`config.mk`:
```
export PLATFORM = sky130hd
export DESIGN_NAME = gemm_top
export DESIGN_NICKNAME = d
export VERILOG_FILES = /design/src/verilog/gemm_pkg.sv /design/src/verilog/gemm_top.sv /design/src/verilog/mac_array.sv /design/src/verilog/operand_fifo.sv /design/src/verilog/tile_sequencer.sv /design/src/verilog/x_tile_buffer.sv
export SDC_FILE = /design/constraint.sdc
export NUM_CORES = 2
export LEC_CHECK = 0
export BUFFER_PORTS_ARGS = -buffer_cell sky130_fd_sc_hd__buf_2
export CAP_MARGIN = 25
export CELL_PAD_IN_SITES_DETAIL_PLACEMENT = 0
export CELL_PAD_IN_SITES_GLOBAL_PLACEMENT = 1
export CORE_MARGIN = 2
export CORE_UTILIZATION = 46
export CTS_CLUSTER_DIAMETER = 40
export DETAILED_ROUTE_END_ITERATION = 6
export PLACE_DENSITY = 0.83
export SYNTH_ARGS = -nofsm -noshare
export SYNTH_HDL_FRONTEND = slang
export SYNTH_SLANG_ARGS = --single-unit
export TNS_END_PERCENT = 1
```
`constraint.sdc`:
```
create_clock -name clk_i -period 20.8 [get_ports clk_i]
set_clock_uncertainty 0.05 [all_clocks]
set_input_delay 2.08 -clock clk_i [delete_from_list [all_inputs] [get_ports clk_i]]
set_output_delay 2.08 -clock clk_i [all_outputs]
set_load 0.01 [all_outputs]
```
`src/verilog/gemm_pkg.sv`:
```
/*
 * Matrix-tile multiply unit shared definitions
 * Array dimensions, element types and the packed beats between blocks
 */
`default_nettype none

package gemm_pkg;

  // Array shape, the packed types below are sized from these
  localparam int unsigned ARRAY_H = 4;
  localparam int unsigned ARRAY_W = 4;

  // Width of the per-job column count
  localparam int unsigned COL_CNT_W = 8;

  typedef logic signed [7:0]  elem_t;
  typedef logic signed [19:0] acc_t;

  typedef elem_t [ARRAY_H-1:0] x_row_t;
  typedef elem_t [ARRAY_H-1:0] w_col_t;
  typedef elem_t [ARRAY_W-1:0] bias_row_t;
  typedef x_row_t [ARRAY_W-1:0] x_tile_t;
  typedef acc_t [ARRAY_W-1:0] z_row_t;

  // One column operation handed from the sequencer to the array
  typedef struct packed {
    w_col_t    w_col;
    bias_row_t bias;
    logic      last;
  } mac_op_t;

  // Result row with end-of-job marker
  typedef struct packed {
    z_row_t z;
    logic   last;
  } z_beat_t;

endpackage

`default_nettype wire

```
`src/verilog/gemm_top.sv`:
```
/*
 * Matrix-tile multiply unit top level
 * X tile buffer, W and Y operand FIFOs, sequencer and MAC array
 */
`timescale 1ns/1ps
`default_nettype none

module gemm_top #(
  parameter int unsigned FifoDepth = 4
) (
  input  logic                           clk_i,
  input  logic                           rst_ni,
  input  logic                           x_valid_i,
  output logic                           x_ready_o,
  input  gemm_pkg::x_row_t               x_data_i,
  input  logic                           w_valid_i,
  output logic                           w_ready_o,
  input  gemm_pkg::w_col_t               w_data_i,
  input  logic                           y_valid_i,
  output logic                           y_ready_o,
  input  gemm_pkg::bias_row_t            y_data_i,
  output logic                           z_valid_o,
  input  logic                           z_ready_i,
  output gemm_pkg::z_row_t               z_data_o,
  output logic                           z_last_o,
  input  logic                           start_i,
  input  logic [gemm_pkg::COL_CNT_W-1:0] n_cols_i,
  output logic                           busy_o,
  output logic                           done_o
);

  gemm_pkg::x_tile_t   tile;
  logic                tile_full, arm, pop;
  logic                w_head_valid, y_head_valid;
  gemm_pkg::w_col_t    w_head;
  gemm_pkg::bias_row_t y_head;
  logic                op_valid, op_ready, retire_last;
  gemm_pkg::mac_op_t   op;
  gemm_pkg::z_beat_t   z_beat;

  x_tile_buffer i_x_buffer (
    .clk_i       ( clk_i     ),
    .rst_ni      ( rst_ni    ),
    .arm_i       ( arm       ),
    .x_valid_i   ( x_valid_i ),
    .x_ready_o   ( x_ready_o ),
    .x_data_i    ( x_data_i  ),
    .tile_o      ( tile      ),
    .tile_full_o ( tile_full )
  );

  operand_fifo #(
    .FifoDepth ( FifoDepth          ),
    .payload_t ( gemm_pkg::w_col_t  )
  ) i_w_fifo (
    .clk_i        ( clk_i        ),
    .rst_ni       ( rst_ni       ),
    .push_valid_i ( w_valid_i    ),
    .push_ready_o ( w_ready_o    ),
    .push_data_i  ( w_data_i     ),
    .pop_i        ( pop          ),
    .head_valid_o ( w_head_valid ),
    .head_data_o  ( w_head       )
  );

  operand_fifo #(
    .FifoDepth ( FifoDepth            ),
    .payload_t ( gemm_pkg::bias_row_t )
  ) i_y_fifo (
    .clk_i        ( clk_i        ),
    .rst_ni       ( rst_ni       ),
    .push_valid_i ( y_valid_i    ),
    .push_ready_o ( y_ready_o    ),
    .push_data_i  ( y_data_i     ),
    .pop_i        ( pop          ),
    .head_valid_o ( y_head_valid ),
    .head_data_o  ( y_head       )
  );

  tile_sequencer i_sequencer (
    .clk_i          ( clk_i        ),
    .rst_ni         ( rst_ni       ),
    .start_i        ( start_i      ),
    .n_cols_i       ( n_cols_i     ),
    .tile_full_i    ( tile_full    ),
    .w_head_valid_i ( w_head_valid ),
    .y_head_valid_i ( y_head_valid ),
    .w_head_i       ( w_head       ),
    .y_head_i       ( y_head       ),
    .op_ready_i     ( op_ready     ),
    .retire_last_i  ( retire_last  ),
    .pop_o          ( pop          ),
    .op_valid_o     ( op_valid     ),
    .op_o           ( op           ),
    .arm_o          ( arm          ),
    .busy_o         ( busy_o       ),
    .done_o         ( done_o       )
  );

  mac_array i_mac_array (
    .clk_i         ( clk_i       ),
    .rst_ni        ( rst_ni      ),
    .tile_i        ( tile        ),
    .op_valid_i    ( op_valid    ),
    .op_ready_o    ( op_ready    ),
    .op_i          ( op          ),
    .z_valid_o     ( z_valid_o   ),
    .z_ready_i     ( z_ready_i   ),
    .z_o           ( z_beat      ),
    .retire_last_o ( retire_last )
  );

  assign z_data_o = z_beat.z;
  assign z_last_o = z_beat.last;

endmodule

`default_nettype wire

```
`src/verilog/mac_array.sv`:
```
/*
 * Integer multiply-accumulate array, products in stage 1 and row sums
 * with bias in the output stage, stalled as a whole by Z back-pressure
 */
`timescale 1ns/1ps
`default_nettype none

module mac_array (
  input  logic                clk_i,
  input  logic                rst_ni,
  input  gemm_pkg::x_tile_t   tile_i,
  input  logic                op_valid_i,
  output logic                op_ready_o,
  input  gemm_pkg::mac_op_t   op_i,
  output logic                z_valid_o,
  input  logic                z_ready_i,
  output gemm_pkg::z_beat_t   z_o,
  output logic                retire_last_o
);

  localparam int unsigned W     = gemm_pkg::ARRAY_W;
  localparam int unsigned H     = gemm_pkg::ARRAY_H;
  localparam int unsigned ProdW = 2 * $bits(gemm_pkg::elem_t);

  logic signed [ProdW-1:0] prod_d  [W][H];
  logic signed [ProdW-1:0] s1_prod_q [W][H];
  gemm_pkg::bias_row_t     s1_bias_q;
  logic                    s1_valid_q, s1_last_q;
  gemm_pkg::z_beat_t       z_d, z_q;
  logic                    z_valid_q;
  logic                    advance;

  // A held output freezes every stage
  assign advance    = ~(z_valid_q & ~z_ready_i);
  assign op_ready_o = advance;

  always_comb begin
    for (int w = 0; w < W; w++) begin
      for (int h = 0; h < H; h++) begin
        prod_d[w][h] = $signed(tile_i[w][h]) * $signed(op_i.w_col[h]);
      end
    end
  end

  // Row sums start from the sign-extended bias
  always_comb begin
    gemm_pkg::acc_t acc;
    for (int w = 0; w < W; w++) begin
      acc = gemm_pkg::acc_t'(s1_bias_q[w]);
      for (int h = 0; h < H; h++) begin
        acc = acc + gemm_pkg::acc_t'(s1_prod_q[w][h]);
      end
      z_d.z[w] = acc;
    end
    z_d.last = s1_last_q;
  end

  always_ff @(posedge clk_i or negedge rst_ni) begin
    if (!rst_ni) begin
      s1_valid_q <= 1'b0;
      z_valid_q  <= 1'b0;
    end else if (advance) begin
      s1_valid_q <= op_valid_i;
      z_valid_q  <= s1_valid_q;
    end
  end

  always_ff @(posedge clk_i) begin
    if (advance) begin
      s1_prod_q <= prod_d;
      s1_bias_q <= op_i.bias;
      s1_last_q <= op_i.last;
      z_q       <= z_d;
    end
  end

  assign z_valid_o     = z_valid_q;
  assign z_o           = z_q;
  assign retire_last_o = z_valid_q & z_ready_i & z_q.last;

endmodule

`default_nettype wire

```
`src/verilog/operand_fifo.sv`:
```
/*
 * Operand FIFO with valid/ready push side and a head/pop read side
 * Payload type is a parameter so W columns and Y bias rows share it
 */
`timescale 1ns/1ps
`default_nettype none

module operand_fifo #(
  parameter int unsigned FifoDepth = 4,
  parameter type         payload_t = logic
) (
  input  logic     clk_i,
  input  logic     rst_ni,
  input  logic     push_valid_i,
  output logic     push_ready_o,
  input  payload_t push_data_i,
  input  logic     pop_i,
  output logic     head_valid_o,
  output payload_t head_data_o
);

  localparam int unsigned PtrW = (FifoDepth > 1) ? $clog2(FifoDepth) : 1;
  localparam int unsigned CntW = $clog2(FifoDepth + 1);

  payload_t        mem_q [FifoDepth];
  logic [PtrW-1:0] wr_ptr_q, rd_ptr_q;
  logic [CntW-1:0] count_q;
  logic            push, pop;

  function automatic logic [PtrW-1:0] next_ptr(logic [PtrW-1:0] ptr);
    return (ptr == PtrW'(FifoDepth - 1)) ? '0 : ptr + PtrW'(1);
  endfunction

  assign push_ready_o = (count_q != CntW'(FifoDepth));
  assign head_valid_o = (count_q != '0);
  assign head_data_o  = mem_q[rd_ptr_q];

  assign push = push_valid_i & push_ready_o;
  // Popping an empty FIFO has no effect
  assign pop  = pop_i & head_valid_o;

  always_ff @(posedge clk_i or negedge rst_ni) begin
    if (!rst_ni) begin
      wr_ptr_q <= '0;
      rd_ptr_q <= '0;
      count_q  <= '0;
    end else begin
      if (push) wr_ptr_q <= next_ptr(wr_ptr_q);
      if (pop) rd_ptr_q <= next_ptr(rd_ptr_q);
      case ({push, pop})
        2'b10:   count_q <= count_q + CntW'(1);
        2'b01:   count_q <= count_q - CntW'(1);
        default: count_q <= count_q;
      endcase
    end
  end

  always_ff @(posedge clk_i) begin
    if (push) mem_q[wr_ptr_q] <= push_data_i;
  end

endmodule

`default_nettype wire

```
`src/verilog/tile_sequencer.sv`:
```
/*
 * Job sequencer, arms the tile load, issues one op per column from the
 * FIFO heads and closes the job once the last Z row has left
 */
`timescale 1ns/1ps
`default_nettype none

module tile_sequencer (
  input  logic                              clk_i,
  input  logic                              rst_ni,
  input  logic                              start_i,
  input  logic [gemm_pkg::COL_CNT_W-1:0]    n_cols_i,
  input  logic                              tile_full_i,
  input  logic                              w_head_valid_i,
  input  logic                              y_head_valid_i,
  input  gemm_pkg::w_col_t                  w_head_i,
  input  gemm_pkg::bias_row_t               y_head_i,
  input  logic                              op_ready_i,
  input  logic                              retire_last_i,
  output logic                              pop_o,
  output logic                              op_valid_o,
  output gemm_pkg::mac_op_t                 op_o,
  output logic                              arm_o,
  output logic                              busy_o,
  output logic                              done_o
);

  localparam int unsigned CntW = gemm_pkg::COL_CNT_W;

  logic [CntW-1:0] cols_left_q;
  logic            busy_q, done_q;
  logic            start_ok, issue;

  // Start is ignored while a job runs or with an empty column count
  assign start_ok = start_i & ~busy_q & (n_cols_i != '0);
  assign arm_o    = start_ok;

  assign op_valid_o = busy_q & tile_full_i & w_head_valid_i & y_head_valid_i &
                      (cols_left_q != '0);
  assign issue      = op_valid_o & op_ready_i;
  assign pop_o      = issue;

  always_comb begin
    op_o.w_col = w_head_i;
    op_o.bias  = y_head_i;
    op_o.last  = (cols_left_q == CntW'(1));
  end

  always_ff @(posedge clk_i or negedge rst_ni) begin
    if (!rst_ni) begin
      cols_left_q <= '0;
      busy_q      <= 1'b0;
      done_q      <= 1'b0;
    end else begin
      done_q <= retire_last_i;
      if (start_ok) begin
        cols_left_q <= n_cols_i;
        busy_q      <= 1'b1;
      end else begin
        if (issue) cols_left_q <= cols_left_q - CntW'(1);
        // Busy holds until the final row is taken downstream
        if (retire_last_i) busy_q <= 1'b0;
      end
    end
  end

  assign busy_o = busy_q;
  assign done_o = done_q;

endmodule

`default_nettype wire

```
`src/verilog/x_tile_buffer.sv`:
```
/*
 * X tile buffer, collects ARRAY_W rows after arming and holds the tile
 * until the next arm
 */
`timescale 1ns/1ps
`default_nettype none

module x_tile_buffer (
  input  logic             clk_i,
  input  logic             rst_ni,
  input  logic             arm_i,
  input  logic             x_valid_i,
  output logic             x_ready_o,
  input  gemm_pkg::x_row_t x_data_i,
  output gemm_pkg::x_tile_t tile_o,
  output logic             tile_full_o
);

  localparam int unsigned RowW = (gemm_pkg::ARRAY_W > 1) ? $clog2(gemm_pkg::ARRAY_W) : 1;

  logic [RowW-1:0]   row_q;
  logic              loading_q, full_q;
  gemm_pkg::x_tile_t tile_q;
  logic              x_fire;

  assign x_ready_o   = loading_q;
  assign x_fire      = x_valid_i & loading_q;
  assign tile_o      = tile_q;
  assign tile_full_o = full_q;

  always_ff @(posedge clk_i or negedge rst_ni) begin
    if (!rst_ni) begin
      row_q     <= '0;
      loading_q <= 1'b0;
      full_q    <= 1'b0;
    end else if (arm_i) begin
      row_q     <= '0;
      loading_q <= 1'b1;
      full_q    <= 1'b0;
    end else if (x_fire) begin
      if (row_q == RowW'(gemm_pkg::ARRAY_W - 1)) begin
        row_q     <= '0;
        loading_q <= 1'b0;
        full_q    <= 1'b1;
      end else begin
        row_q <= row_q + RowW'(1);
      end
    end
  end

  // Rows land in successive slots
  always_ff @(posedge clk_i) begin
    if (x_fire) tile_q[row_q] <= x_data_i;
  end

endmodule

`default_nettype wire
```
---- Yosys cells after proc, flatten, opt, wreduce, memory -nomap -nowiden ----
Memories as Yosys holds them, arrays and structs flattened. A register that Yosys moved wholly into a read port is not among the register bits.
Cells that the tools add are included.
word-level totals
  flip-flop bits (word level) ............. 496
  latch bits .............................. 0
  bits in writable memories ............... 256
  memory bits (read-only) ................. 0
  input bits .............................. 111
  output and inout bits ................... 87
  logic and storage cells ................. 167
  memories kept ........................... 2
operators by class
  add/subtract/negate cells ............... 26
  multiply operators ...................... 16
  divide/modulo/power cells ............... 0
  magnitude comparators ................... 2
  equality and inequality tests ........... 12
  shift operators ......................... 0
  mux-type cells .......................... 26
  bitwise gates (word level) .............. 18
  reduce and logical (&&, ||, !) cells .... 13
memory list
  memory          words  width  rd ports  clocked after memory_dff  write ports  RTL line            RTL
  i_w_fifo.mem_q  4      32     1         0                         1            operand_fifo.sv:25  payload_t mem_q [FifoDepth];
  i_y_fifo.mem_q  4      32     1         1                         1            operand_fifo.sv:25
operators by type and width
  operator                                              number
  multiplier 8 x 8 -> 16 bit                            16
  adder 20 x 16 -> 20 bit                               8
  bitwise mux 128 bit                                   1
  adder 17 x 16 -> 18 bit                               4
  adder 8 x 16 -> 17 bit                                4
  demux 32 bit (select 2 bit)                           1
  two-way mux 32 bit                                    1
  two-way mux 8 bit                                     2
  nonzero test 8 bit                                    2
  bitwise AND 1 bit                                     15
  equality test 2 bit (second input constant)           7
  two-way mux 2 bit                                     7
  two-way mux 1 bit                                     12
  one-hot mux 3 bit (2 select lines)                    2
  nonzero test 2 bit                                    6
  adder 2 x 1 -> 2 bit (second input constant)          5
  equality test 8 x 1 -> 1 bit (second input constant)  1
  subtractor 8 x 1 -> 8 bit (second input constant)     1
  adder 3 x 1 -> 3 bit (second input constant)          2
  inequality test 3 bit (second input constant)         2
  nonzero test 3 bit                                    2
  subtractor 3 x 1 -> 3 bit (second input constant)     2
  equality test 2 x 1 -> 1 bit (second input constant)  2
  < comparator 2 x 3 -> 1 bit (second input constant)   1
  5 further kinds                                       7

---- Longest topological paths before layout ----
  depth after elaboration ................. 8
  mapped depth ............................ 23

---- Cells and area by module ----
A second synthesis with hierarchy kept.
second synthesis, totals
  cells, all modules ...................... 6904
  area total of the unflattened synthesis .. 76482.1 sq um
by module, submodules not included
  module          times used  cells an instance  area an instance (sq um)  sequential area each (sq um)
  mac_array       1           6199               61118.6                   11160.7
  operand_fifo    2           208                5068.6                    4018.9
  x_tile_buffer   1           154                4113.9                    3943.8
  tile_sequencer  1           135                1112.3                    250.2

---- Worst setup path before layout ----
Ideal clock, no wire load.
  path type ............................... input to register
  start ................................... input port z_ready_i
  end ..................................... register i_y_fifo.count_q[2]
  setup time .............................. 0.079 ns
  data arrival time ....................... 13.177 ns
  required time ........................... 20.671 ns
  setup slack ............................. 7.493 ns
  stages .................................. 11
  path through ............................ nand2b_1 -> nand3_1 -> a2111o_1 -> clkbuf_1 -> inv_1 -> ha_1 -> inv_1 -> fa_1 -> xor2_1 -> nor2_1 -> xor2_1
between the ends
  word-level cells in the longest chain between the ends .. 7
  elaborated cells on any way between the ends .. 9
RTL lines
  element                                                                   RTL line              RTL
  start: declaration                                                        gemm_top.sv:23        input logic z_ready_i,
  NOT 1 bit *                                                               mac_array.sv:34       assign advance = ~(z_valid_q & ~z_ready_i);
  bitwise AND 1 bit *                                                       mac_array.sv:34
  NOT 1 bit *                                                               mac_array.sv:34
  bitwise AND 1 bit *                                                       tile_sequencer.sv:40  assign issue = op_valid_o & op_ready_i;
  bitwise AND 1 bit *                                                       operand_fifo.sv:40    assign pop = pop_i & head_valid_o;
  via i_y_fifo.pop                                                          operand_fifo.sv:28    logic push, pop;
  equality test 2 x 1 -> 1 bit or equality test 2 bit (tied branches)       operand_fifo.sv:50    case ({push, pop})
  one-hot mux 3 bit (2 select lines) or nonzero test 2 bit (tied branches)  --
  end signal: assignment                                                    operand_fifo.sv:51    2'b10: count_q <= count_q + CntW'(1);
  end signal: assignment                                                    operand_fifo.sv:52    2'b01: count_q <= count_q - CntW'(1);
  end signal: assignment                                                    operand_fifo.sv:53    default: count_q <= count_q;
  end: declaration                                                          operand_fifo.sv:27    logic [CntW-1:0] count_q;
Mark *: on every way through the listed nets, which the timed path passes. The rest lies on a longest branch.
A chain may end at the register's enable or synchronous reset.

==> results.toml <==
[status]
status = "finished, final reports clean"

[yosys]
syn_area_per_cell_um2 = 11.1
synth_flop_cell = "edfxtp_1"
ys_ff_latch = 784
seq_area_frac_synth_pct = 31.2
ys_top_cells_by_area = "edfxtp_1, fa_1, ha_1, inv_1, and2_1"
synth_edf_count = 754
async_flop_share_pct = 3.83
syn_area_um2 = 75100
yosysWarningCount = 0
syn-num-nets = 8533
yosys.area.top_type_share_pct = 30.2
syn_inst = 6778
synth_cell_type_count = 70
yosysTopAreaCell = "edfxtp_1"

[global_routing]
grt_pass1_wl_um = 279000
antenna_found_initial = 31
grt_overflow_total = 0
globalRouteTotalUtil_pct = 21.7
grt_max_degree = 74
grt_pass1_vias = 50300

[placement]
io_buffers = 197
gp_congestion = 0.879
dpl.hpwl_um = 138000

[sta]
slew_violations = 0
setup_viol = 0
rsz0062_at_grt = "false"
fin_crit_sh_pct = 33.3
final-hold-violation-count = 0
clock.fmax_ghz = 0.144
slew_headroom_pct = 28.7
fin_setup_tns_ps = 0
finalCriticalPeriod_ps = 6920
worst_slew_pin_slew_ps = 1070

[clock_network]
clk_latency_ps = 810
cts_max_level = 4
cts_buffers = 135
cts_root_buffer = "clkbuf_16"
clock-sinks = 784
clkTransAtPathRegs_ps = 60
clockBufferDepth = 3
cts_resized = 0
cts_tree = "built"
cts_setup_buffers = 0
postCtsHoldBufs = 0

[worst_hold_path]
hold_start = "i_mac_array.s1_last_q"
hold_class = "reg -> reg"

[detailed_routing]
wirelength_um = 176000
drtIter0Drc = 3067
detail-route-antenna-nets = 0
vias = 47700
drc = 0
wl_per_cell_um = 18.9
viasPerCell = 5.12
firstDrtPassIters = 7

[worst_setup_path]
cp.required_ps = 21280
crit_fanout = 32
r2r_start = "i_w_fifo.rd_ptr_q[0]"
arrival_ps = 7410
end_kind = "flip-flop"
critPathKind = "reg -> reg"
critPathLaunchType = "flip-flop"
crit_start = "i_w_fifo.rd_ptr_q[0]"

[cells_and_area]
nets = 8772
fill_cells = 14100
regArea_um2 = 23400
mostFrequentLayoutCells = "inv_1, fa_1, edfxtp_1, and2_1, ha_1"
drive_above_1_share_pct = 8.57
syn2layout_area_growth_pct = 11.2
multiInputGateArea_um2 = 45400
final_common_cell = "inv_1"

[floorplan]
num_io_pins = 198
dieWidth_um = 408
die-area_um2 = 166000
start_util_pct = 46.2
row_count = 148
die_h_um = 408
core_area_um2 = 162000

[flow_run]
drv_cap = 0
[layout make-up]
type	instances	area share (%)
antenna	10	0.0300
clock buffer	145	4.12
clock inverter	106	1.62
inverter	1566	7.04
multi-input combinational	4310	54.4
sequential	784	28.0
tap	2175	3.26
timing repair buffer	220	1.51
[through the flow]
| step | hold WS (ps) | area, µm² | util [%] | setup WS (ps) | instances |
|---|---|---|---|---|---|
| floorplan | 350 | 75100 | - | 7490 | 6778 |
| global placement | 358 | 78500 | 48.3 | 14050 | 9049 |
| detailed placement | 375 | 78500 | 48.4 | 13850 | 9050 |
| CTS | 387 | 83300 | 51.3 | 13820 | 9301 |
| global route | 390 | 83500 | 51.4 | 13480 | 9308 |
| finish | 385 | 83500 | 51.4 | 13880 | 9316 |
[final timing paths]
kind	endpoint	slack, ps	cells after the start
setup / recovery	i_mac_array.s1_prod_q[79]	13880	17
max in group asynchronous	i_y_fifo.rd_ptr_q[0]	18790	1
hold reg to reg	i_mac_array.z_o[0]	380	0
min in group asynchronous	i_sequencer.cols_left_q[3]	1330	1
hold / removal	i_mac_array.z_o[0]	380	0
setup reg to reg	i_mac_array.s1_prod_q[79]	13880	17
[layer usage]
metal	global-route usage (%)	part of all wire (%)
met1	28.8	43
met2	36.2	48
met3	3.89	6.2
met4	6.40	2.8
met5	0	0.065
[worst max-delay path: stages, from the launching register on]
cell	delay [ps]
dfrtp_2	760
buf_4	500
mux4_2	860
and2_1	320
fa_1	520
inv_1	60
fa_1	500
inv_1	60
fa_1	550
fa_1	420
ha_1	320
nand2_1	90
o211ai_1	130
nor3_1	240
nor3_1	100
a2111oi_0	760
a21oi_1	190
xnor2_1	190
[cells by family after synthesis]
family | Yosys count | share of synthesized area (%)
simple gates | 1662 | 11.8
flops | 784 | 31.2
xor+xnor | 340 | 3.97
buf+inv | 1684 | 8.43
fa+ha+maj | 1644 | 37.7
compound gates | 579 | 4.85
mux | 85 | 2.14
[registers in the layout, indices dropped and copies added, names as in the netlist, 3 cells and up]
name / count
i_w_fifo.count_q: 3
i_x_buffer.tile_o: 128
i_y_fifo.mem_q: 128
i_mac_array.s1_bias_q: 32
i_mac_array.z_o: 81
i_w_fifo.mem_q: 128
i_sequencer.cols_left_q: 8
i_y_fifo.count_q: 3
i_mac_array.s1_prod_q: 256
[cell usage after synthesis, drive strengths merged (62+ instances only)]
master,number
a21oi,179
clkbuf,104
and2,670
nor3,69
xnor2,270
nand2,364
xor2,70
fa,1026
nor2b,62
edfxtp,754
o21ai,132
ha,618
inv,1566
nor2,229
Power is not shown: default switching activity piles up to over one toggle a cycle in this logic, so the estimate is an artifact.
